**src/rtl/stream_consts.svh**
```systemverilog
// address map, bus widths and gate depth of the null stream source
// included by the packages and by any module that decodes addresses

`ifndef STREAM_CONSTS_SVH
`define STREAM_CONSTS_SVH

// **************************************************
// settings register addresses
// **************************************************
`define SR_NEXT_DST         8'd128
`define SR_LINES_PER_PACKET 8'd129
`define SR_LINE_RATE        8'd130
`define SR_ENABLE_STREAM    8'd131

// **************************************************
// bus widths
// **************************************************
`define SET_ADDR_W 8
`define SET_DATA_W 32
`define LINE_W     64

// log2 of gate buffer depth in lines
`define GATE_SIZE 10

`endif

```
**src/rtl/settings_pkg.sv**
```systemverilog
// types for the settings bus and the values the host configures
`default_nettype none

`include "stream_consts.svh"

package settings_pkg;

   typedef logic [`SET_ADDR_W-1:0] set_addr_t;   // settings address
   typedef logic [`SET_DATA_W-1:0] set_data_t;   // settings write data

   // payload lines per packet
   typedef logic [15:0] line_count_t;

   typedef logic [15:0] rate_t;   // idle cycles between lines

endpackage

`default_nettype wire

```
**src/rtl/chdr_pkg.sv**
```systemverilog
// types for stream lines, header fields and the generator FSM
`default_nettype none

`include "stream_consts.svh"

package chdr_pkg;

   typedef logic [`LINE_W-1:0] line_t;   // one stream line

   // header fields
   typedef logic [31:0] sid_t;
   typedef logic [11:0] seqnum_t;
   typedef logic [15:0] pkt_len_t;   // bytes, header included

   typedef enum logic [1:0]
   {
      IDLE = 2'd0,
      HEAD = 2'd1,
      DATA = 2'd2
   } gen_state_t;

endpackage

`default_nettype wire

```
**src/rtl/setting_bank.sv**
```systemverilog
// settings bank of the null source
// decodes strobed writes into stream id, length, rate and enable
`timescale 1ns/1ps
`default_nettype none

`include "stream_consts.svh"

module setting_bank
(
   input  wire                         clk,
   input  wire                         reset,
   input  wire                         i_set_stb,
   input  settings_pkg::set_addr_t     i_set_addr,
   input  settings_pkg::set_data_t     i_set_data,
   output chdr_pkg::sid_t              o_sid,
   output settings_pkg::line_count_t   o_len,
   output settings_pkg::rate_t         o_rate,
   output logic                        o_enable,
   output logic                        o_sid_changed
);

   logic wr_sid;
   logic wr_len;
   logic wr_rate;
   logic wr_enable;

   // address decode
   assign wr_sid    = i_set_stb && (i_set_addr == `SR_NEXT_DST);
   assign wr_len    = i_set_stb && (i_set_addr == `SR_LINES_PER_PACKET);
   assign wr_rate   = i_set_stb && (i_set_addr == `SR_LINE_RATE);
   assign wr_enable = i_set_stb && (i_set_addr == `SR_ENABLE_STREAM);

   always_ff @(posedge clk)
   begin
      if (reset)
      begin
         o_sid         <= '0;
         o_len         <= '0;
         o_rate        <= '0;
         o_enable      <= 1'b0;
         o_sid_changed <= 1'b0;
      end
      else
      begin
         o_sid_changed <= wr_sid;   // pulses even if value unchanged
         if (wr_sid)
            o_sid <= i_set_data;
         if (wr_len)
            o_len <= i_set_data[15:0];
         if (wr_rate)
            o_rate <= i_set_data[15:0];
         if (wr_enable)
            o_enable <= i_set_data[0];
      end
   end

endmodule

`default_nettype wire

```
**config.mk**
```make
export PLATFORM = sky130hd
export DESIGN_NAME = setting_bank
export DESIGN_NICKNAME = d
export VERILOG_FILES = /design/src/rtl/settings_pkg.sv /design/src/rtl/chdr_pkg.sv /design/src/rtl/setting_bank.sv
export VERILOG_INCLUDE_DIRS = /design/src /design/src/rtl
export SDC_FILE = /design/constraint.sdc
export NUM_CORES = 1
export LEC_CHECK = 0
export BUFFER_PORTS_ARGS = -buffer_cell sky130_fd_sc_hd__buf_2
export CORE_UTILIZATION = 40
export CTS_CLUSTER_DIAMETER = 150
export DETAILED_ROUTE_END_ITERATION = 8
export PLACE_DENSITY = 0.7
export SETUP_SLACK_MARGIN = 0.1
export SYNTH_ARGS = -nofsm -noshare
export SYNTH_HDL_FRONTEND = slang
export SYNTH_SLANG_ARGS = --single-unit
```
**constraint.sdc**
```tcl
create_clock -name clk -period 1.2 [get_ports clk]
set_input_delay 0.06 -clock clk [delete_from_list [all_inputs] [get_ports clk]]
set_output_delay 0.06 -clock clk [all_outputs]
set_load 0.005 [all_outputs]
```
Word level (Yosys, flattened, before mapping):

Cells that the tools add are included.

* bits of input ports: 43
* output and inout port bits: 66
* register bits: 66

* eq/ne operators: 4
* reduce and logical (&&, ||, !) cells: 4

Operators by type and width (count)
* $eq A8 B8 Y1 const B: 4
* $logic_and A1 B1 Y1: 4

Depth between registers and ports, before layout:

* depth in word-level cells: 2
* gate-level depth with buffers: 5
* depth with buffers taken out: 3

Worst setup path before layout:

No wires, ideal clock.

* path type: input-to-reg
* start: input i_set_addr[5]
* end: register o_sid[0]
* cell stages on the path: 5
* slack: -23 ps
* data arrival time: 1151 ps
* path through: nor4b_4 and3_1 buf_6 buf_12 mux2i_1

* cells in the longest elaborated chain, start to end: 2

RTL lines
* start, declared: RTL line setting_bank.sv:13 `input settings_pkg::set_addr_t i_set_addr,`
* $eq A8 B8 Y1 (no line)
* $logic_and A1 B1 Y1: RTL line setting_bank.sv:28 `` assign wr_sid = i_set_stb && (i_set_addr == `SR_NEXT_DST); ``
* end signal, assigned: RTL line setting_bank.sv:47 `o_sid <= i_set_data;`
* end, declared: RTL line setting_bank.sv:15 `output chdr_pkg::sid_t o_sid,`

No other way between the ends.
A chain may end at the register's enable or synchronous reset.

Final worst setup path:

* start: input i_set_addr[6]
* end: register o_sid[5]

Same word-level chain as after synthesis.

==> metrics.txt <==
reg-to-reg setup timing slack about 0.52 ns; commonest cells after routing, fill and taps aside buf_2 (108), nand2b_1 (97), dfxtp_1 (66); non-filler cells in the finished layout a little under 500; total iterations of the first detailed-routing run 4; Vias/cell roughly 4.5; gp weighted congestion around 0.79; Setup Viol. Count Final 0; Layout fillers ~600; IO Count approximately 110; Die H approximately 86 um; vias in the first global route 2,101; Max stage delay on crit path 0.28 ns; syn_area_per_cell about 11 um2; Total Routing Usage GR roughly 16%; FF-to-FF Start o_sid[29]; cell count after synthesis ~250; R2R depth 2; Critical Setup Path Class primary input to flop; die width ~86 um; peak supply drop 0.000609 V; worst min-delay path category primary input to flop; crit path time final 0.890 ns; TritonCTS sink count 66; CP arrival between 1 and 1.5 ns; first-pass GRT wire length approximately 9600 um; Pwr Total ~4300 uW; Synth Net Count 297; H-tree Lvls 3; via count about 2,200; startpoint class of the critical path primary input; Clock Latency Late Sink 0.32 ns; antenna cell count 0; post-CTS setup buffers 0; Netlist cell types 16; hold path endpoint o_sid[22]; final worst slack 0.310 ns; status finished, final reports clean; number of CTS-inserted buffers 9; cell breakdown of the critical path buf_2 -> nor4b_4 -> and3_2 -> buf_12 -> mux2i_1; Inst Count DP between 400 and 500; Total Wirelength between 5000 and 6000 um; share of cells above drive strength 1 about 35%; CP max FO 19; initial antenna violation count 0; final worst path period share between 70% and 80%; max-slew violations 0; Fin Hold WS 0.0205 ns; Nets 424; DR iter-0 viols 66; Core ar. 6790 um2; Clock transition at path regs about 0.07 ns; Antenna Nets Post-Route 0; area of the multi-input gates 1370 um2; depth of the worst hold-timing path 3; Seq/Total Area, Yosys 46.9%; HPWL Detailed 3800 um; Area Growth Syn to Fin 36.0%; unrepaired setup endpoints after global routing false; cts repair resizes 0; Seq. cell area roughly 1300 um2; cell taking the most area after synthesis dfxtp_1; Worst-Margin Slew about 0.28 ns; CTS tree built; total of max-cap violations 0; Leak Pwr 0.00187 uW; hold path start i_set_data[22]; Final Hold Viols 0; worst path bufs/invs 2; Synth area leaders dfxtp_1 (47%), mux2i_1 (23%), nand2b_1 (22%); deepest clock path buffer count 2; final routed DRC violation total 0; critical path's top delay family simple AND/OR/NAND/NOR gates; Sum Neg Setup Slack 0 ns; PD cells between 1000 and 1500 nW/um2; hold-fix buffers at CTS 15; RR Endpoint o_sid[29]; Mapped Area 2820 um2; grt ovf 0; WL per Instance approximately 12 um; Max Freq around 1100 MHz; area of the die 7380 um2; top cell type's share of synthesized area ~47%; worst path required time 1.45 ns; commonest non-fill, non-tap cell in the layout buf_2; Worst slew margin between 80% and 90%; Final Skew 0 ns; slowest CP cell nor4b_4; dpl ws -0.0374 ns; root buffer selected by CTS clkbuf_8; row count 30; Initial Utilization between 40% and 50%; IO buf count approximately 110; #FFs+latches synth between 60 and 70; critical path endpoint category flop; pin count of the biggest net entering global routing about 100; synth warn 0
## flip-flops by register name, indices dropped and copies added, names as in the netlist
register	count
o_sid_changed	1
o_len	16
o_sid	32
o_enable	1
o_rate	16
## synth_stat cells
cell type	n
dfxtp_1	66
clkbuf_1	10
nand3_4	1
nor2_1	1
nor3_1	1
nand2b_1	97
nor4b_4	1
buf_12	3
and4b_1	1
and3_1	1
buf_6	3
mux2i_1	65
nand4_4	1
and2_1	1
nand4_1	1
nor2b_1	1
## logic make-up after synthesis
family,share of synthesized area (%)
muxes,23.1
buffers and inverters,4.66
and+or+nand+nor,25.3
DFF,46.9
## how the worst max path moves through the flow
stage                     slack (ns)        end  depth (start not counted)           from
after floorplan                -0.02   o_sid[0]                          5  i_set_addr[6]
after global placement          0.03   o_sid[8]                          5  i_set_addr[6]
after detailed placement       -0.04   o_sid[5]                          5  i_set_addr[6]
after CTS                       0.31   o_sid[7]                          1       o_sid[7]
after global routing            0.25  o_sid[16]                          5  i_set_addr[6]
final                           0.31   o_sid[5]                          5  i_set_addr[6]
## routing by layer
metal  global-route usage [%]  wire length [um]  part of all wire, %  vias to the layer above
met1                     19.6              2650                   45                      993
met4                     7.42                88                  1.5                        0
met3                     5.10               368                  6.3                       10
met5                        0                 0                    0                        -
li1                         -                 -                    -                     1089
met2                     27.1              2740                   47                       64
## where the power goes
part           leakage [uW]  internal [uW]  switching [uW]  total [uW]
clock network     0.0000945           1010             848        1860
registers          0.000531           2190            1.37        2190
logic               0.00125            166             110         276
total               0.00187           3370             960        4330
## metrics by stage
stage	util [%]	cell area (um2)
finish	56.4	3830
global route	56.4	3830
CTS	56.4	3830
detailed placement	51.2	3480
global placement	51.2	3480
floorplan	-	2820
## worst register-to-register path, stage by stage (launching register included)
cell and delay, ns:
dfxtp_1 0.35, nand2b_1 0.09, mux2i_1 0.17
## final cells by class
cell class	count	area share, %
repair buffers	132	21.4
multi-input cells	172	35.6
clock buffers	10	3.59
clock inverters	6	1.73
well taps	96	3.14
flip-flops and latches	66	34.5
(Power assumes the default switching activity.)
