[src/rtl/stream_consts.svh]
// address map, bus widths and gate depth of the null stream source
// included by the packages and by any module that decodes addresses

`ifndef STREAM_CONSTS_SVH
`define STREAM_CONSTS_SVH

// **************************************************
// settings register addresses
// **************************************************
`define SR_NEXT_DST         8'd128
`define SR_LINES_PER_PACKET 8'd129
`define SR_LINE_RATE        8'd130
`define SR_ENABLE_STREAM    8'd131

// **************************************************
// bus widths
// **************************************************
`define SET_ADDR_W 8
`define SET_DATA_W 32
`define LINE_W     64

// log2 of gate buffer depth in lines
`define GATE_SIZE 10

`endif

[src/rtl/settings_pkg.sv]
// types for the settings bus and the values the host configures
`default_nettype none

`include "stream_consts.svh"

package settings_pkg;

   typedef logic [`SET_ADDR_W-1:0] set_addr_t;   // settings address
   typedef logic [`SET_DATA_W-1:0] set_data_t;   // settings write data

   // payload lines per packet
   typedef logic [15:0] line_count_t;

   typedef logic [15:0] rate_t;   // idle cycles between lines

endpackage

`default_nettype wire

[src/rtl/chdr_pkg.sv]
// types for stream lines, header fields and the generator FSM
`default_nettype none

`include "stream_consts.svh"

package chdr_pkg;

   typedef logic [`LINE_W-1:0] line_t;   // one stream line

   // header fields
   typedef logic [31:0] sid_t;
   typedef logic [11:0] seqnum_t;
   typedef logic [15:0] pkt_len_t;   // bytes, header included

   typedef enum logic [1:0]
   {
      IDLE = 2'd0,
      HEAD = 2'd1,
      DATA = 2'd2
   } gen_state_t;

endpackage

`default_nettype wire

[src/rtl/null_packet_gen.sv]
// dummy packet generator, one header line then numbered payload lines
// line spacing set by a free-running rate timer, stalls on tready
`timescale 1ns/1ps
`default_nettype none

module null_packet_gen
(
   input  wire                         clk,
   input  wire                         reset,
   input  chdr_pkg::sid_t              i_sid,
   input  settings_pkg::line_count_t   i_len,
   input  settings_pkg::rate_t         i_rate,
   input  wire                         i_enable,
   input  wire                         i_sid_changed,
   output chdr_pkg::line_t             o_tdata,
   output logic                        o_tlast,
   output logic                        o_tvalid,
   input  wire                         i_tready
);

   chdr_pkg::gen_state_t        state;
   settings_pkg::line_count_t   count;        // 0 on header, c on payload line c
   chdr_pkg::seqnum_t           seqnum;
   settings_pkg::rate_t         line_timer;
   chdr_pkg::pkt_len_t          pkt_len;
   logic                        xfer;
   logic                        stall;
   logic                        last_line;

   assign xfer      = o_tvalid && i_tready;
   assign stall     = o_tvalid && !i_tready;
   assign last_line = (count >= i_len);   // true on the header when len is 0

   // **************************************************
   // packet state machine
   // **************************************************
   always_ff @(posedge clk)
   begin
      if (reset)
      begin
         state  <= chdr_pkg::IDLE;
         count  <= '0;
         seqnum <= '0;
      end
      else
      begin
         if (i_sid_changed)
            seqnum <= '0;
         case (state)
            chdr_pkg::IDLE:
            begin
               if (i_enable)
                  state <= chdr_pkg::HEAD;
            end
            chdr_pkg::HEAD:
            begin
               if (xfer)
               begin
                  seqnum <= seqnum + 1'b1;
                  if (last_line)
                     state <= chdr_pkg::IDLE;   // header only packet
                  else
                  begin
                     count <= 16'd1;
                     state <= chdr_pkg::DATA;
                  end
               end
            end
            chdr_pkg::DATA:
            begin
               if (xfer)
               begin
                  if (last_line)
                  begin
                     count <= '0;
                     state <= chdr_pkg::IDLE;
                  end
                  else
                     count <= count + 1'b1;
               end
            end
            default:
               state <= chdr_pkg::IDLE;
         endcase
      end
   end

   // **************************************************
   // line rate timer
   // **************************************************
   always_ff @(posedge clk)
   begin
      if (reset)
         line_timer <= '0;
      else if (!stall)   // hold at zero so an offered line stays valid
      begin
         if (line_timer == '0)
            line_timer <= i_rate;
         else
            line_timer <= line_timer - 1'b1;
      end
   end

   // header and payload words
   assign pkt_len = {i_len[12:0], 3'b000} + 16'd8;

   assign o_tdata  = (state == chdr_pkg::HEAD) ? {4'b0000, seqnum, pkt_len, i_sid}
                                               : {~count, count, count, count};
   assign o_tlast  = last_line;
   assign o_tvalid = (state != chdr_pkg::IDLE) && (line_timer == '0);

endmodule

`default_nettype wire

[config.mk]
export PLATFORM = sky130hd
export DESIGN_NAME = null_packet_gen
export DESIGN_NICKNAME = d
export VERILOG_FILES = /design/src/rtl/settings_pkg.sv /design/src/rtl/chdr_pkg.sv /design/src/rtl/null_packet_gen.sv
export VERILOG_INCLUDE_DIRS = /design/src /design/src/rtl
export SDC_FILE = /design/constraint.sdc
export NUM_CORES = 1
export LEC_CHECK = 0
export BUFFER_PORTS_ARGS = -buffer_cell sky130_fd_sc_hd__buf_2
export CORE_MARGIN = 2
export CORE_UTILIZATION = 30
export DETAILED_ROUTE_END_ITERATION = 16
export SLEW_MARGIN = 15
export SYNTH_ARGS = -nofsm -noshare
export SYNTH_HDL_FRONTEND = slang
export SYNTH_SLANG_ARGS = --single-unit
export TNS_END_PERCENT = 50
[constraint.sdc]
create_clock -name clk -period 5.55 [get_ports clk]
set_clock_uncertainty 0.1 [all_clocks]
set_input_delay 1.11 -clock clk [delete_from_list [all_inputs] [get_ports clk]]
set_output_delay 1.11 -clock clk [all_outputs]
set_load 0.02 [all_outputs]
After elaboration in Yosys (flattened, before gate mapping)
Cells that the tools add are included.
W data, S select, Z words.
- flip-flop bits (word level): 46
- bits of input ports: 69
- output and inout bits: 66
- logic and storage cells: 43
- $add $sub $neg: 4
- $lt $le $gt $ge: 1
- equal/unequal tests: 7
- multiplexer cells: 16
- bitwise logic cells: 1
- reductions and logical operators: 10
- operators by type and width (operator ; count):
    $mux W16 ; 5
    $mux W64 ; 1
    $mux W12 ; 3
    $pmux W16 S2 ; 1
    $add A16 B1 Y16 const B ; 1
    $add A16 B4 Y16 const B ; 1
    $ge A16 B16 Y1 ; 1
    $logic_not A16 Y1 ; 1
    $not A16 Y16 ; 1
    $sub A16 B1 Y16 const B ; 1
    $add A12 B1 Y12 const B ; 1
    $mux W2 ; 5
    $ne A2 B2 Y1 const B ; 5
    $reduce_and A4 Y1 ; 2
    $pmux W2 S3 ; 1
    $reduce_bool A2 Y1 ; 2
    $logic_and A1 B1 Y1 ; 3
    $eq A2 B1 Y1 const B ; 1
    $eq A2 B2 Y1 const B ; 1
    $logic_not A2 Y1 ; 1
    $logic_not A1 Y1 ; 1

Logic depth before layout (Yosys ltp)
- depth after elaboration: 5
- gate-level depth with buffers: 10
- mapped depth without buffers: 8

Worst setup path after synthesis
OpenSTA, ideal clock, no wires.
- path type: input to output
- from: input port i_len[0]
- to: output port o_tlast
- data arrival time: 2.815 ns
- data required time: 4.340 ns
- setup slack: 1.525 ns
- stages on the path: 6
- buffers on the path: 0
- cell sequence: ha_1 nand2b_1 a2111oi_0 a2111oi_2 nor3b_1 inv_1
- cells in the longest elaborated chain, start to end: 1
- ends and longest elaborated chain (element ; RTL line ; RTL):
    start: declaration ; null_packet_gen.sv:11 ; input settings_pkg::line_count_t i_len,
    $ge A16 B16 Y1 ; null_packet_gen.sv:32 ; assign last_line = (count >= i_len);
    end: declaration ; null_packet_gen.sv:16 ; output logic o_tlast,
Every way passes these cells.

Final worst setup path
Ends and elaborated chain as after synthesis.

==> flow_summary.ini <==
[drt]
wl_microns = 11800
first_pass_iters = 5
drc = 0
drt-initial-drc-count = 183
ant_nets = 0
vias = 4229
routedWlPerCell_microns = 14.7
vias_per_cell = 5.24

[clock_tree]
postCtsResizedCells = 0
tritoncts = built
htreeDepth = 2
numClockSinks = 46
clk_pin_slew_ps = 60
insertion_delay_ps = 290
cts_root_buffer = clkbuf_16
numCtsBuffers = 5
clk_path_buf_depth = 2
cts_setup_buffers = 0
cts_hold_buf = 0

[die]
die_x_microns = 115
die_h_microns = 115
start_util_pct = 30.6
dieArea_sq_um = 13200
io_pins = 135
std_cell_rows = 40
coreArea_sq_um = 12000

[cells_and_area]
postLayoutCoreUtil_pct = 39.0
diodes = 0
area_delta_synth_final_pct = 27.2
drive_above_1_share_pct = 25.2
final_area_sq_um = 4680
fin_nets = 749

[sta]
worst_pin_slew_ps = 946
rsz0062_at_grt = false
setup_slack_ps = 974
max_freq_ghz = 0.219
fin_crit_sh_pct = 82.4
setup_viol = 0
slew_violations = 0
fin_hold_ws_ps = 391
relSlewSlack_pct = 36.5
finalCriticalPeriod_ps = 4580
final.setup.tns_ps = 0
hold_viol_final = 0

[synthesis]
synthesis.area_sq_um = 3680
syn_area_per_cell_sq_um = 6.82
synthCells = 539
synth_edf_count = 0
yosys-top-cells-area = dfxtp_1 (25%), nand2_1 (12%), ha_1 (7.1%)
synth-seq-cells = 46
yosysMostFrequentCell = nand2_1
synth_common_cells = nand2_1 (120), nor2_1 (67), dfxtp_1 (46), a21oi_1 (38), inv_1 (28)
synth-async-reset-ratio_pct = 0
yosysUniqueCellTypes = 58
synth_nets = 629
yosysSeqAreaShare_pct = 25.0
synth_top_area_share_pct = 25.0
synth.yosys.warnings = 0
yosysTopAreaCell = dfxtp_1
synth_flop_cell = dfxtp_1

[global_route]
overflow = 0
grt_max_degree = 41
antenna_found_initial = 0
grt_usage_pct = 17.2
grt_pass1_vias = 3953
grt_pass1_wl_microns = 18600

[worst_setup_path]
crit_arrival_ps = 3370
start_kind = primary input
critPathMaxFanout = 7
critical_path_required_ps = 4340
worstSetupEndpointType = primary output
criticalPathCategory = in -> out

[power]
p_per_area_nw_per_um2 = 329
power_leakage_nw = 2.27
ir_drop_uv = 140

[place]
place.gp.congestion = 0.858
dp_hpwl_microns = 9130
post_dp_cell_area_sq_um = 4470
portBuffers = 134
pre_cts_slack_ps = 997

[run_status]
outcome = finished clean

[worst_hold_path]
min_path_type = reg -> reg

[flow_run]
maxCapViolations = 0
## routing by layer
metal | global-route usage [%] | up-vias | wire length, microns
met5 | 0 | - | 0
met4 | 3.05 | 0 | 93
met3 | 2.74 | 9 | 542
met2 | 29.0 | 133 | 5500
met1 | 23.5 | 1954 | 5700
li1 | - | 2133 | -
## path summary, 6_finish.rpt
| kind | start | endpoint | slack, ps | cells after the start |
|---|---|---|---|---|
| worst min register to register | line_timer[9] | line_timer[9] | 390 | 2 |
| worst min-delay path | line_timer[9] | line_timer[9] | 390 | 2 |
| worst max-delay path | i_len[0] | o_tlast | 970 | 8 |
| worst max register to register | count[0] | count[10] | 2100 | 8 |
## kinds of logic after synthesis
group                    after synthesis  share of synthesized area [%]
AND/OR/NAND/NOR                      284                           36.4
AO/OA/AOI/OAI                        118                           21.7
buffers and inverters                 53                           5.54
flip-flops                            46                           25.0
adder cells (fa/ha/maj)               21                           7.14
XOR/XNOR                              15                           3.57
multiplexers                           2                          0.544
## layout make-up
cell class	instances	area [sq um]
multi-input cells	440	2570
clock inverters	2	60.1
clock buffers	6	139
flip-flops and latches	46	921
inverters	28	105
repair buffers	138	701
well taps	147	184
fillers	1298	7330
## sequential cells by signal, summed over array words and instances (netlist names)
signal      cells
count          16
line_timer     16
seqnum         12
state           2
## metrics by stage
stage | std cells | power, W
after global placement | 799 | 0.00113
after global routing | 807 | 0.00163
after CTS | 807 | 0.00154
after detailed placement | 799 | 0.00114
after floorplan | 539 | 0.000962
final | 807 | 0.00154
## power breakdown
part / leakage [nW] / total, W / internal (W) / switching, W
Sequential: 0.374 / 0.000450 / 0.000388 / 0.0000616
Combinational: 1.80 / 0.000685 / 0.000289 / 0.000396
Clock: 0.0971 / 0.000406 / 0.000271 / 0.000135
## worst max-delay path, cell delays in order
cell and delay, ps:
buf_2 150, ha_1 290, nand2b_1 130, a2111oi_0 530
a2111oi_2 170, nor3b_1 640, inv_1 140, buf_2 200
## layout by cell type (no fill, tap or decap), types with 11 or more instances in the layout
cell type  count
buf_2        134
nand2_1      120
nor2_1        67
dfxtp_1       46
a21oi_1       38
inv_1         28
nand3_1       24
ha_1          21
a211oi_1      15
a31oi_1       15
nor3_1        14
xnor2_1       14
and3_1        12
o21ai_0       11
Power figures use the tool's default switching activity.
